**config.mk**
```make
export PLATFORM = sky130hd
export DESIGN_NAME = sm83Core
export DESIGN_NICKNAME = d
export VERILOG_FILES = /design/src/sm83Pkg.sv /design/src/sm83Alu.sv /design/src/sm83Core.sv /design/src/sm83Decode.sv /design/src/sm83RegFile.sv /design/src/sm83Sequencer.sv
export VERILOG_INCLUDE_DIRS = /design/src /design/src/src
export SDC_FILE = /design/constraint.sdc
export NUM_CORES = 1
export LEC_CHECK = 0
export BUFFER_PORTS_ARGS = -buffer_cell sky130_fd_sc_hd__buf_2
export CAP_MARGIN = 40
export CORE_ASPECT_RATIO = 1.1
export CORE_MARGIN = 1
export CORE_UTILIZATION = 32
export CTS_CLUSTER_SIZE = 28
export DETAILED_ROUTE_END_ITERATION = 12
export SYNTH_ARGS = -nofsm -noshare
export SYNTH_HDL_FRONTEND = slang
export SYNTH_SLANG_ARGS = --single-unit
```
**constraint.sdc**
```tcl
create_clock -name CLK -period 3.6 [get_ports CLK]
set_input_delay 0.54 -clock CLK [delete_from_list [all_inputs] [get_ports CLK]]
set_output_delay 0.54 -clock CLK [all_outputs]
set_load 0.01 [all_outputs]
```
**src/sm83_defs.svh**
```systemverilog
`ifndef SM83_DEFS_SVH
`define SM83_DEFS_SVH

// Register values loaded by reset
`define RESET_PC 16'h0000 // First opcode fetch address
`define RESET_SP 16'hFFFE // Top of stack

// Bus timing
`define T_STATES 4 // Clocks per machine cycle

// Machine cycles per instruction class
`define MC_SHORT 3'd1 // NOP, ALU r, HALT, undecoded
`define MC_IMM   3'd2 // Opcode plus immediate fetch
`define MC_STORE 3'd2 // Opcode plus write to (HL)
`define MC_PUSH  3'd4 // Opcode, internal, two writes

`endif

```
**src/sm83Pkg.sv**
```systemverilog
`default_nettype none

package sm83Pkg;

	// Instruction classes seen by the sequencer
	typedef enum logic [2:0] {
		kNop,
		kLdImm,    // LD r,n8
		kStHl,     // LD (HL),r
		kAluReg,   // ALU A,r
		kAluImm,   // ALU A,n8
		kPushAf,
		kHalt,
		kIllegal   // Runs as NOP
	} instrKind_e;

	// Same order as opcode bits 5:3
	typedef enum logic [2:0] {
		opAdd,
		opAdc,
		opSub,
		opSbc,
		opAnd,
		opXor,
		opOr,
		opCp
	} aluOp_e;

	// Register field encoding, rMem stands for (HL)
	typedef enum logic [2:0] {
		rB, rC, rD, rE, rH, rL, rMem, rA
	} regSel_e;

	// Upper nibble of F
	typedef struct packed {
		logic z;
		logic n;
		logic h;
		logic c;
	} flags_t;

	typedef struct packed {
		instrKind_e kind;
		aluOp_e     aluOp;
		regSel_e    srcReg;  // ALU or store source
		regSel_e    dstReg;  // LD r,n8 target
		logic [2:0] mCycles; // Machine cycles incl. fetch
	} decodedOp_t;

	typedef struct packed {
		logic [7:0] value;
		flags_t     flags;
		logic       writeA; // Low for CP
	} aluResult_t;

endpackage

`default_nettype wire

```
**src/sm83Alu.sv**
```systemverilog
`timescale 1ns/1ps
`default_nettype none

module sm83Alu import sm83Pkg::*; (
	input  wire [7:0] a,       // Accumulator
	input  wire [7:0] operand, // Register or immediate
	input  wire flags_t flagsIn,
	input  wire aluOp_e aluOp,
	output aluResult_t res
);

	logic       carryIn; // Carry or borrow in for ADC/SBC
	logic [8:0] addFull; // Bit 8 is carry out of bit 7
	logic [4:0] addHalf; // Bit 4 is carry out of bit 3
	logic [8:0] subFull; // Bit 8 is borrow
	logic [4:0] subHalf; // Bit 4 is borrow from bit 4

	assign carryIn = (aluOp == opAdc || aluOp == opSbc) ? flagsIn.c : 1'b0;

	// Both paths always computed, op picks one
	always_comb begin
		addFull = {1'b0, a} + {1'b0, operand} + {8'd0, carryIn};
		addHalf = {1'b0, a[3:0]} + {1'b0, operand[3:0]} + {4'd0, carryIn};
		subFull = {1'b0, a} - {1'b0, operand} - {8'd0, carryIn};
		subHalf = {1'b0, a[3:0]} - {1'b0, operand[3:0]} - {4'd0, carryIn};
	end

	always_comb begin
		res.value   = 8'h00;
		res.flags   = '0;
		res.writeA  = (aluOp != opCp); // CP only sets flags

		case (aluOp)
			opAdd, opAdc: begin
				res.value   = addFull[7:0];
				res.flags.n = 1'b0;
				res.flags.h = addHalf[4];
				res.flags.c = addFull[8];
			end
			opSub, opSbc, opCp: begin
				res.value   = subFull[7:0]; // CP result feeds Z only
				res.flags.n = 1'b1;
				res.flags.h = subHalf[4];
				res.flags.c = subFull[8];
			end
			opAnd: begin
				res.value   = a & operand;
				res.flags.h = 1'b1; // SM83 quirk, H set on AND
			end
			opXor: begin
				res.value = a ^ operand;
			end
			opOr: begin
				res.value = a | operand;
			end
			default: begin
				res.value = a;
			end
		endcase

		res.flags.z = (res.value == 8'h00);
	end

endmodule

`default_nettype wire

```
**src/sm83Core.sv**
```systemverilog
`timescale 1ns/1ps
`default_nettype none

module sm83Core import sm83Pkg::*; (
	input  wire         CLK,
	input  wire         rstN,
	input  wire [7:0]   dataIn,  // Memory read data
	output logic [15:0] addr,
	output logic [7:0]  dataOut, // Memory write data
	output logic        rd,
	output logic        wr,
	output logic        m1,      // Opcode fetch cycle
	output logic        clkEna   // Low once halted
);

	logic [7:0]  ir;
	logic [7:0]  imm;
	logic [7:0]  operand;
	logic [7:0]  regA;
	logic [15:0] hl;
	logic        commit;
	decodedOp_t  op;
	aluResult_t  aluRes;
	flags_t      flags;

	sm83Sequencer sm83Sequencer_inst (
		.CLK     (CLK),
		.rstN    (rstN),
		.op      (op),
		.dataIn  (dataIn),
		.operand (operand),
		.regA    (regA),
		.flags   (flags),
		.hl      (hl),
		.ir      (ir),
		.imm     (imm),
		.commit  (commit),
		.addr    (addr),
		.dataOut (dataOut),
		.rd      (rd),
		.wr      (wr),
		.m1      (m1),
		.clkEna  (clkEna)
	);

	sm83Decode sm83Decode_inst (
		.ir (ir),
		.op (op)
	);

	sm83Alu sm83Alu_inst (
		.a       (regA),
		.operand (operand),
		.flagsIn (flags),   // Carry in for ADC/SBC
		.aluOp   (op.aluOp),
		.res     (aluRes)
	);

	sm83RegFile sm83RegFile_inst (
		.CLK     (CLK),
		.rstN    (rstN),
		.commit  (commit),
		.op      (op),
		.imm     (imm),
		.aluRes  (aluRes),
		.operand (operand),
		.regA    (regA),
		.flags   (flags),
		.hl      (hl)
	);

endmodule

`default_nettype wire

```
**src/sm83Decode.sv**
```systemverilog
`timescale 1ns/1ps
`default_nettype none

`include "sm83_defs.svh"

module sm83Decode import sm83Pkg::*; (
	input  wire [7:0] ir, // Latched opcode
	output decodedOp_t op
);

	logic [1:0] grp; // Opcode bits 7:6
	logic [2:0] yFld; // Opcode bits 5:3
	logic [2:0] zFld; // Opcode bits 2:0

	assign grp  = ir[7:6];
	assign yFld = ir[5:3];
	assign zFld = ir[2:0];

	always_comb begin
		// Field defaults, kind decides which ones matter
		op.kind    = kIllegal;
		op.aluOp   = aluOp_e'(yFld);
		op.srcReg  = regSel_e'(zFld);
		op.dstReg  = regSel_e'(yFld);
		op.mCycles = `MC_SHORT;

		if (ir == 8'h00) begin
			op.kind = kNop;
		end else if (grp == 2'b00 && zFld == 3'b110) begin
			if (yFld != rMem) begin // LD (HL),n8 not supported
				op.kind    = kLdImm;
				op.mCycles = `MC_IMM;
			end
		end else if (ir == 8'h76) begin // Sits inside the LD (HL),r block
			op.kind = kHalt;
		end else if (ir[7:3] == 5'b01110) begin
			if (zFld != rMem) begin
				op.kind    = kStHl;
				op.mCycles = `MC_STORE;
			end
		end else if (grp == 2'b10) begin
			if (zFld != rMem) begin // ALU A,(HL) not supported
				op.kind   = kAluReg;
				op.dstReg = rA;
			end
		end else if (grp == 2'b11 && zFld == 3'b110) begin
			op.kind    = kAluImm;
			op.dstReg  = rA;
			op.mCycles = `MC_IMM;
		end else if (ir == 8'hF5) begin
			op.kind    = kPushAf;
			op.srcReg  = rA;
			op.mCycles = `MC_PUSH;
		end

		// Undecoded opcodes fall through as one-cycle kIllegal
	end

endmodule

`default_nettype wire

```
**src/sm83RegFile.sv**
```systemverilog
`timescale 1ns/1ps
`default_nettype none

module sm83RegFile import sm83Pkg::*; (
	input  wire        CLK,
	input  wire        rstN,
	input  wire        commit, // Final T3 of the instruction
	input  wire decodedOp_t op,
	input  wire [7:0]  imm,    // Latched immediate byte
	input  wire aluResult_t aluRes,
	output logic [7:0] operand, // ALU source or store data
	output logic [7:0] regA,
	output flags_t     flags,
	output logic [15:0] hl     // Store address
);

	logic [7:0] regs [0:7]; // Indexed by regSel_e, slot rMem stays zero
	flags_t     flagsQ;

	assign regA  = regs[rA];
	assign hl    = {regs[rH], regs[rL]};
	assign flags = flagsQ;

	// Immediate only for ALU A,n8
	assign operand = (op.kind == kAluImm) ? imm : regs[op.srcReg];

	always_ff @(posedge CLK) begin
		if (!rstN) begin
			for (int i = 0; i < 8; i++) begin
				regs[i] <= 8'h00;
			end
			flagsQ <= '0;
		end else if (commit) begin
			case (op.kind)
				kLdImm: begin
					regs[op.dstReg] <= imm;
				end
				kAluReg, kAluImm: begin
					if (aluRes.writeA) begin // Skipped for CP
						regs[rA] <= aluRes.value;
					end
					flagsQ <= aluRes.flags;
				end
				default: begin
					// Nothing to write back
				end
			endcase
		end
	end

endmodule

`default_nettype wire

```
**src/sm83Sequencer.sv**
```systemverilog
`timescale 1ns/1ps
`default_nettype none

`include "sm83_defs.svh"

module sm83Sequencer import sm83Pkg::*; (
	input  wire         CLK,
	input  wire         rstN,
	input  wire decodedOp_t op,
	input  wire [7:0]   dataIn,
	input  wire [7:0]   operand, // Store data for LD (HL),r
	input  wire [7:0]   regA,
	input  wire flags_t flags,
	input  wire [15:0]  hl,
	output logic [7:0]  ir,
	output logic [7:0]  imm,
	output logic        commit,  // One clock at final T3
	output logic [15:0] addr,
	output logic [7:0]  dataOut,
	output logic        rd,
	output logic        wr,
	output logic        m1,
	output logic        clkEna
);

	typedef enum logic [1:0] {bcIdle, bcFetch, bcRead, bcWrite} busCycle_e;
	typedef enum logic [1:0] {srcPc, srcHl, srcSp} addrSrc_e;

	logic [1:0]  tState;  // T0..T3
	logic [1:0]  mCycle;  // Machine cycle within instruction
	logic [15:0] pc;
	logic [15:0] sp;
	logic        started; // Set on first clock after reset
	logic        halted;
	logic        live;
	logic        lastT;   // T3
	logic        sampleT; // T2, read data sampled at its end
	logic        lastM;   // Final machine cycle of op
	busCycle_e   cycle;
	addrSrc_e    addrSrc;

	assign live    = started & ~halted;
	assign lastT   = (tState == 2'(`T_STATES - 1));
	assign sampleT = (tState == 2'(`T_STATES - 2));
	assign lastM   = ({1'b0, mCycle} == op.mCycles - 3'd1); // op valid from fetch T3
	assign commit  = live & lastT & lastM;

	// Cycle type and address source from op.kind and mCycle
	always_comb begin
		cycle   = bcIdle;
		addrSrc = srcSp;
		dataOut = operand;
		if (mCycle == 2'd0) begin
			cycle   = bcFetch;
			addrSrc = srcPc;
		end else begin
			case (op.kind)
				kLdImm, kAluImm: begin
					cycle   = bcRead; // Immediate at PC
					addrSrc = srcPc;
				end
				kStHl: begin
					cycle   = bcWrite;
					addrSrc = srcHl;
				end
				kPushAf: begin
					if (mCycle == 2'd2) begin // SP already at SP-1
						cycle   = bcWrite;
						dataOut = regA;
					end else if (mCycle == 2'd3) begin
						cycle   = bcWrite;
						dataOut = {flags, 4'h0}; // F low nibble reads zero
					end
				end
				default: begin
					cycle = bcIdle;
				end
			endcase
		end
	end

	always_comb begin
		case (addrSrc)
			srcPc:   addr = pc;
			srcHl:   addr = hl;
			default: addr = sp; // Also idle cycle of PUSH
		endcase
	end

	assign rd     = live & (cycle == bcFetch || cycle == bcRead) & ~lastT;
	assign wr     = live & (cycle == bcWrite) & (tState == 2'd1 || tState == 2'd2);
	assign m1     = live & (cycle == bcFetch);
	assign clkEna = ~halted;

	always_ff @(posedge CLK) begin
		if (!rstN) begin
			tState  <= 2'd0;
			mCycle  <= 2'd0;
			pc      <= `RESET_PC;
			sp      <= `RESET_SP;
			ir      <= 8'h00; // NOP until first fetch
			started <= 1'b0;
			halted  <= 1'b0;
		end else if (!started) begin
			started <= 1'b1;
		end else if (!halted) begin
			tState <= tState + 2'd1;
			if (sampleT && cycle == bcFetch) begin
				ir <= dataIn;
			end
			if (lastT) begin
				if (cycle == bcFetch || cycle == bcRead) begin
					pc <= pc + 16'd1; // Held until T3 so addr stays put
				end
				if (op.kind == kPushAf && (mCycle == 2'd1 || mCycle == 2'd2)) begin
					sp <= sp - 16'd1;
				end
				mCycle <= lastM ? 2'd0 : mCycle + 2'd1;
				if (lastM && op.kind == kHalt) begin
					halted <= 1'b1; // Stops counters, drops clkEna
				end
			end
		end
	end

	// Immediate byte from the non-fetch read cycle
	always_ff @(posedge CLK) begin
		if (live && sampleT && cycle == bcRead) begin
			imm <= dataIn;
		end
	end

endmodule

`default_nettype wire

```
==> results.toml, run 1 <==
[routing]
wl_um = 23700
via_per_inst = 5.25
wl_per_cell_um = 18.7
vias = 6645
drc = 0
drt_first_pass_iters = 5
final_antenna_net_count = 0
first_iter_violations = 448

[sta]
fin_ws_ns = -0.0710
clock_skew_ns = 0.00747
finalCriticalPeriod_ns = 3.67
fin_hold_ws_ns = 0.309
worstMarginPinSlew_ns = 0.705
timing.fmax_ghz = 0.272
period_share_pct = 102
setup_viol = 3
final-hold-violation-count = 0
relSlewSlack_pct = 53.0
rsz0062_at_grt = "true"
tns_ns = -0.170
drv_slew = 0

[floorplanning]
io_pins = 38
die_area_um2 = 25200
rows = 59
start_util_pct = 32.9
die_w_um = 151
die_h_um = 166
core_area_um2 = 23900

[pwr]
leakage_nw = 4.06
worst_ir_drop_vdd_uv = 336
comb_power_share_pct = 17.4
power.total_mw = 3.81
p_int_mw = 2.78
power_switching_mw = 1.03
switching_share_pct = 27.0
powerDensity_nw_per_um2 = 374
p_clk_share_pct = 42.3
p_seq_share_pct = 40.4

[placement]
place_inst = 1220
io_buffers = 37
hpwl_um = 17500
place_worst_setup_slack_ns = -0.302
place_area_um2 = 9100
place_congestion = 0.854

[setup_path]
cp_cell_sequence = "nand3b_1 -> o21ai_4 -> o221ai_2 -> o22ai_2 -> a211oi_4 -> buf_4 -> fa_2 -> inv_2 -> ha_4 -> o21a_4 -> o311a_1 -> xor2_1 -> a21boi_1 -> nor2_1 -> a22o_1"
reg2regPathDepth = 15
cp.arrival_ns = 3.85
end_kind = "flop"
cp-start-kind = "flop"
critical_path.max_fanout = 6
cp_data_required_time_ns = 3.77
slowest_delay_ns = 0.57
critPathSlowestCell = "fa_2"
path_class = "reg2reg"

[finish]
fillCellCount = 2318
most-common-layout-cells = "buf_4 (108), edfxtp_1 (72), nand2_1 (66)"
area_growth_pct = 29.6
regArea_um2 = 3180
multi_input_area_um2 = 4800
fin_util_pct = 42.6
antenna_cells = 0
finalNetCount = 1002
layout-drive-gt1-share_pct = 29.9
fin_area_um2 = 10200
layout_commonest_cell = "buf_4"
fin_cells = 1266

[clocking]
cts_tree = "yes"
clkLatencyLatePin_ns = 0.42
ctsHtreeMaxLevel = 4
cts.sinks = 122
cts-hold-fix-buffers = 0
clk_pin_slew_ns = 0.06
cts-root-buf = "clkbuf_16"
cts_buffers = 17
clockBufferDepth = 2

[logic_synthesis]
ys.flop_type = "edfxtp_1"
synth_warnings = 0
synthTopCellsByArea = "edfxtp_1 (27%), dfxtp_1 (13%), ha_1 (6.2%)"
yosysTopAreaCell = "edfxtp_1"
ys_seq_area_share_pct = 40.2
syn_avg_cell_area_um2 = 9.64
synth-seq-cells = 122
netlist_area_um2 = 7870
synthCells = 816
synthArstFlopShare_pct = 0
synth_cell_types = 79
yosysTopAreaCellShare_pct = 27.5
synth_edf_count = 72

[grt]
grt_max_degree = 39
grt-ovfl-total = 0
grt_usage_pct = 18.8
grt_pass1_vias = 6493
grt_first_pass_wirelength_um = 35700
antenna_found_initial = 0

[outcome]
violations = "negative setup slack"
status = "complete, but fails checks"

[min_path]
worstHoldPathCells = 1
hold_path.class = "in2reg"

[run]
cap_violations = 0
==> worst max-delay path: cells and delay by family, from the launching register on <==
kind,cells,cell delay (ns)
compound gates,8,1.64
fa+ha+maj,2,0.72
xor+xnor,1,0.16
buf+inv,2,0.21
flops,1,0.32
simple gates,2,0.36
==> registers in the layout (all words and copies together) (netlist names) <==
| name | cells |
|---|---|
| sm83Sequencer_inst.ir | 8 |
| sm83Sequencer_inst.started | 1 |
| sm83Sequencer_inst.sp | 16 |
| sm83RegFile_inst.flags | 4 |
| sm83RegFile_inst.regs | 64 |
| sm83Sequencer_inst.mCycle | 2 |
| sm83Sequencer_inst.halted | 1 |
| sm83Sequencer_inst.imm | 8 |
| sm83Sequencer_inst.pc | 16 |
| sm83Sequencer_inst.tState | 2 |
==> cell families after synthesis <==
group	synth area share (%)
AOI/OAI and AO/OA	17.0
xor gates and xnor gates	4.34
adders and majority gates	7.22
buffers and inverters	4.87
DFF	40.2
muxes	5.54
other	0.0477
and+or+nand+nor	20.8
==> worst paths after layout <==
check / end / slack [ns] / from
worst max-delay path: sm83RegFile_inst.regs[7][5]$_DFFE_PP_ / -0.07 / sm83Sequencer_inst.ir[3]$_SDFFE_PN0P_
worst max register to register: sm83RegFile_inst.regs[7][5]$_DFFE_PP_ / -0.07 / sm83Sequencer_inst.ir[3]$_SDFFE_PN0P_
worst min-delay path: sm83Sequencer_inst.imm[7]$_DFFE_PP_ / 0.31 / dataIn[7]
worst min register to register: sm83RegFile_inst.flags[2]$_SDFFE_PN0P_ / 0.52 / sm83RegFile_inst.flags[2]$_SDFFE_PN0P_
==> cells in the mapped netlist (all sizes together) (4+ instances only) <==
cell type and count:
edfxtp 72, nand2 71, and2 56, nor2 55, dfxtp 50, inv 48
ha 39, mux2i 30, a22o 27, a21oi 25, clkbuf 23, o21ai 23
xnor2 23, buf 22, a21o 20, nand3 19, nand4 17, xor2 16
nand2b 14, nor3 14, a211oi 13, and3 12, o22ai 11, nor4 8
o221ai 8, or3 8, o21a 7, nand3b 5, a22oi 4, and4 4
fa 4, mux2 4, mux4 4, nor2b 4, o31ai 4
==> power by group through the flow <==
| stage | clock (mW) | sequential (mW) | combinational, mW |
|---|---|---|---|
| 2_1_floorplan | 0 | 1.55 | 0.346 |
| 3_3_place_gp | 0 | 1.56 | 0.562 |
| 3_5_place_dp | 0 | 1.57 | 0.565 |
| 4_1_cts | 1.63 | 1.54 | 0.605 |
| 5_1_grt | 1.69 | 1.54 | 0.721 |
| 6_report | 1.61 | 1.54 | 0.661 |
==> cell type report <==
| cell class | instances | area share (%) |
|---|---|---|
| sequential | 122 | 31.2 |
| timing repair buffer | 152 | 10.7 |
| multi-input combinational | 608 | 47.1 |
| clock buffer | 18 | 4.21 |
| clock inverter | 13 | 1.19 |
| tap | 305 | 3.74 |
| inverter | 48 | 1.84 |
==> per-layer routing <==
metal  wire length [um]  global-route usage [%]  share of wire (%)  up-vias
li1                   -                       -                  -     3214
met1              10400                    24.3                 44     3215
met2              11700                    30.9                 49      166
met3                882                    3.15                3.7       50
met4                708                    7.40                3.0        0
met5                  0                       0                  0        -
==> repair_timing <==
item / in CTS / in global routing
pin swaps: 27 / 45
endpoints found under the setup margin: 23 / 66
hold endpoints to repair: 0 / 0
buffers inserted: 10 / 7
gates resized for setup: 35 / 60
No activity file was read; power rests on OpenSTA's default activity.
==> inputs of run 2 (changes only) <==
--- a/config.mk
+++ b/config.mk
@@ -7,12 +7,13 @@
 export NUM_CORES = 1
 export LEC_CHECK = 0
 export BUFFER_PORTS_ARGS = -buffer_cell sky130_fd_sc_hd__buf_2
-export CAP_MARGIN = 40
+export CAP_MARGIN = 20
 export CORE_ASPECT_RATIO = 1.1
 export CORE_MARGIN = 1
-export CORE_UTILIZATION = 32
+export CORE_UTILIZATION = 56
 export CTS_CLUSTER_SIZE = 28
 export DETAILED_ROUTE_END_ITERATION = 12
+export PLACE_DENSITY = 0.77
 export SYNTH_ARGS = -nofsm -noshare
 export SYNTH_HDL_FRONTEND = slang
 export SYNTH_SLANG_ARGS = --single-unit
==> run 2 against run 1 <==
Net effect:
- critical path type unchanged
- clock-buffer cell count is the same
- sequential cell count unchanged
- non-clock buffer count fell by 13
- cell count is 10% lower
- the flow still finishes with violations (negative setup slack)
- register-to-register slack got worse by 0.07 ns
==> results.toml, run 2 (same netlist as run 1, synthesis figures left out) <==
[outcome]
status = "complete, but fails checks"
violations = "negative setup slack"

[floorplanning]
die_area_um2 = 14500
core_area_um2 = 13700
rows = 45
die_h_um = 126
start_util_pct = 57.3
io_pins = 38
die_w_um = 115

[routing]
vias = 7155
final_antenna_net_count = 0
drt_first_pass_iters = 5
via_per_inst = 6.29
wl_per_cell_um = 21.7
first_iter_violations = 653
wl_um = 24600
drc = 0

[clocking]
ctsHtreeMaxLevel = 4
clkLatencyLatePin_ns = 0.43
clockBufferDepth = 2
cts.sinks = 122
cts-root-buf = "clkbuf_16"
cts_tree = "yes"
clk_pin_slew_ns = 0.06
cts_buffers = 17

[setup_path]
critical_path.max_fanout = 6
end_kind = "flop"
r2r_setup_slack_ns = -0.14
reg2regPathDepth = 15
crit_start = "sm83Sequencer_inst.ir[3]$_SDFFE_PN0P_"
cp.arrival_ns = 3.92
cp_cell_sequence = "buf_6 -> nand3b_1 -> o21ai_4 -> o221ai_2 -> o22ai_2 -> a211oi_4 -> fa_2 -> inv_2 -> ha_2 -> o21a_4 -> o311a_1 -> xor2_1 -> a21boi_1 -> nor2_1 -> a22o_1"
r2r_start = "sm83Sequencer_inst.ir[3]$_SDFFE_PN0P_"
cp-start-kind = "flop"
crit_family = "compound AO/OA/AOI/OAI gates"
cp_data_required_time_ns = 3.78
r2r_end = "sm83RegFile_inst.regs[7][5]$_DFFE_PP_"
critPathSlowestCell = "fa_2"
crit_buf_inv = 2
slowest_delay_ns = 0.59
path_class = "reg2reg"
cp.depth = 15

[finish]
layout-drive-gt1-share_pct = 29.4
reg_top3 = "sm83RegFile_inst.regs: 64 flops, sm83Sequencer_inst.pc: 16 flops, sm83Sequencer_inst.sp: 16 flops"
antenna_cells = 0
top_register = "sm83RegFile_inst.regs"
finalNetCount = 989
largest_register_ffs = 64
layout_commonest_cell = "buf_4"
most-common-layout-cells = "buf_4 (93), edfxtp_1 (72), nand2_1 (66)"
area_growth_pct = 28.7

[placement]
place_worst_setup_slack_ns = -0.388
place_congestion = 0.991
hpwl_um = 17000
io_buffers = 37

[sta]
rsz0062_at_grt = "true"
finalCriticalPeriod_ns = 3.74
clock_skew_ns = 0.0128
fin_ws_ns = -0.144
relSlewSlack_pct = 45.3
tns_ns = -0.633
final-hold-violation-count = 0
setup_viol = 13
worstMarginPinSlew_ns = 0.818
drv_slew = 0
timing.fmax_ghz = 0.267
period_share_pct = 104

[pwr]
worst_ir_drop_vdd_uv = 337
p_seq_share_pct = 37.7
comb_power_share_pct = 16.6
power_switching_mw = 1.08
switching_share_pct = 26.4
p_int_mw = 3.01
leakage_nw = 4.07
powerDensity_nw_per_um2 = 403
p_clk_share_pct = 45.7

[grt]
grt_pass1_vias = 6972
grt_first_pass_wirelength_um = 37300
grt-ovfl-total = 0
antenna_found_initial = 0
grt_usage_pct = 34.2
grt_max_degree = 39

[min_path]
min_to = "sm83Sequencer_inst.imm[4]$_DFFE_PP_"
hold_path.class = "in2reg"
hp-start = "dataIn[4]"
worstHoldPathCells = 1

[run]
cap_violations = 0
-- run 2: worst max path at each step --
stage	to	slack (ns)
2_1_floorplan	sm83RegFile_inst.regs[7][7]$_DFFE_PP_	-0.05
3_3_place_gp	sm83RegFile_inst.regs[7][5]$_DFFE_PP_	-0.30
3_5_place_dp	sm83RegFile_inst.regs[7][5]$_DFFE_PP_	-0.39
4_1_cts	sm83RegFile_inst.flags[3]$_SDFFE_PN0P_	-0.06
5_1_grt	sm83RegFile_inst.flags[3]$_SDFFE_PN0P_	-0.29
6_report	sm83RegFile_inst.regs[7][5]$_DFFE_PP_	-0.14
-- run 2: what timing repair did --
item                       4_1_cts  5_1_grt
setup endpoints to repair       73       56
pin swaps                       31       22
gates resized for setup         61       46
buffers inserted                 8       11
hold buffers                     0        0
-- run 2: per-stage QoR --
step                util [%]  std cells  total power, mW  hold WS (ns)  cell area (um2)
floorplan                  -        823             1.90         0.456             7960
global placement        64.3       1088             2.09         0.488             8840
CTS                     71.3       1127             4.00         0.308             9800
finish                  73.7       1137             4.08         0.313            10100
global route            73.7       1137             4.20         0.312            10100
detailed placement      64.3       1088             2.11         0.492             8840
-- run 2: area by class of cell --
| class | instances | area (um2) |
|---|---|---|
| Tap cell | 188 | 235 |
| Timing Repair Buffer | 139 | 1010 |
| Inverter | 48 | 185 |
| Sequential cell | 122 | 3170 |
| Clock buffer | 18 | 429 |
| Fill cell | 956 | 3610 |
| Multi-Input combinational cell | 608 | 4880 |
| Clock inverter | 14 | 211 |
-- run 2: per-layer routing --
| layer | wire length, um | track usage [%] | share of wire, % |
|---|---|---|---|
| met2 | 12500 | 60.1 | 51 |
| met3 | 1670 | 4.97 | 6.8 |
| met5 | 0 | 0 | 0 |
| met1 | 9250 | 38.7 | 38 |
| met4 | 1240 | 21.7 | 5.0 |
-- run 2: power by group through the flow --
stage	sequential [mW]	clock [mW]	combinational, mW
finish	1.54	1.87	0.678
global route	1.54	1.93	0.723
detailed placement	1.56	0	0.547
floorplan	1.55	0	0.346
global placement	1.56	0	0.531
CTS	1.54	1.86	0.605
-- run 2: worst register-to-register path, delay by kind of cell, from the launching register on --
family	cells	cell delay (ns)
flip-flops	1	0.32
AO/OA/AOI/OAI	8	1.75
buffers and inverters	2	0.16
XOR/XNOR	1	0.18
adder cells (fa/ha/maj)	2	0.75
AND/OR/NAND/NOR	2	0.34
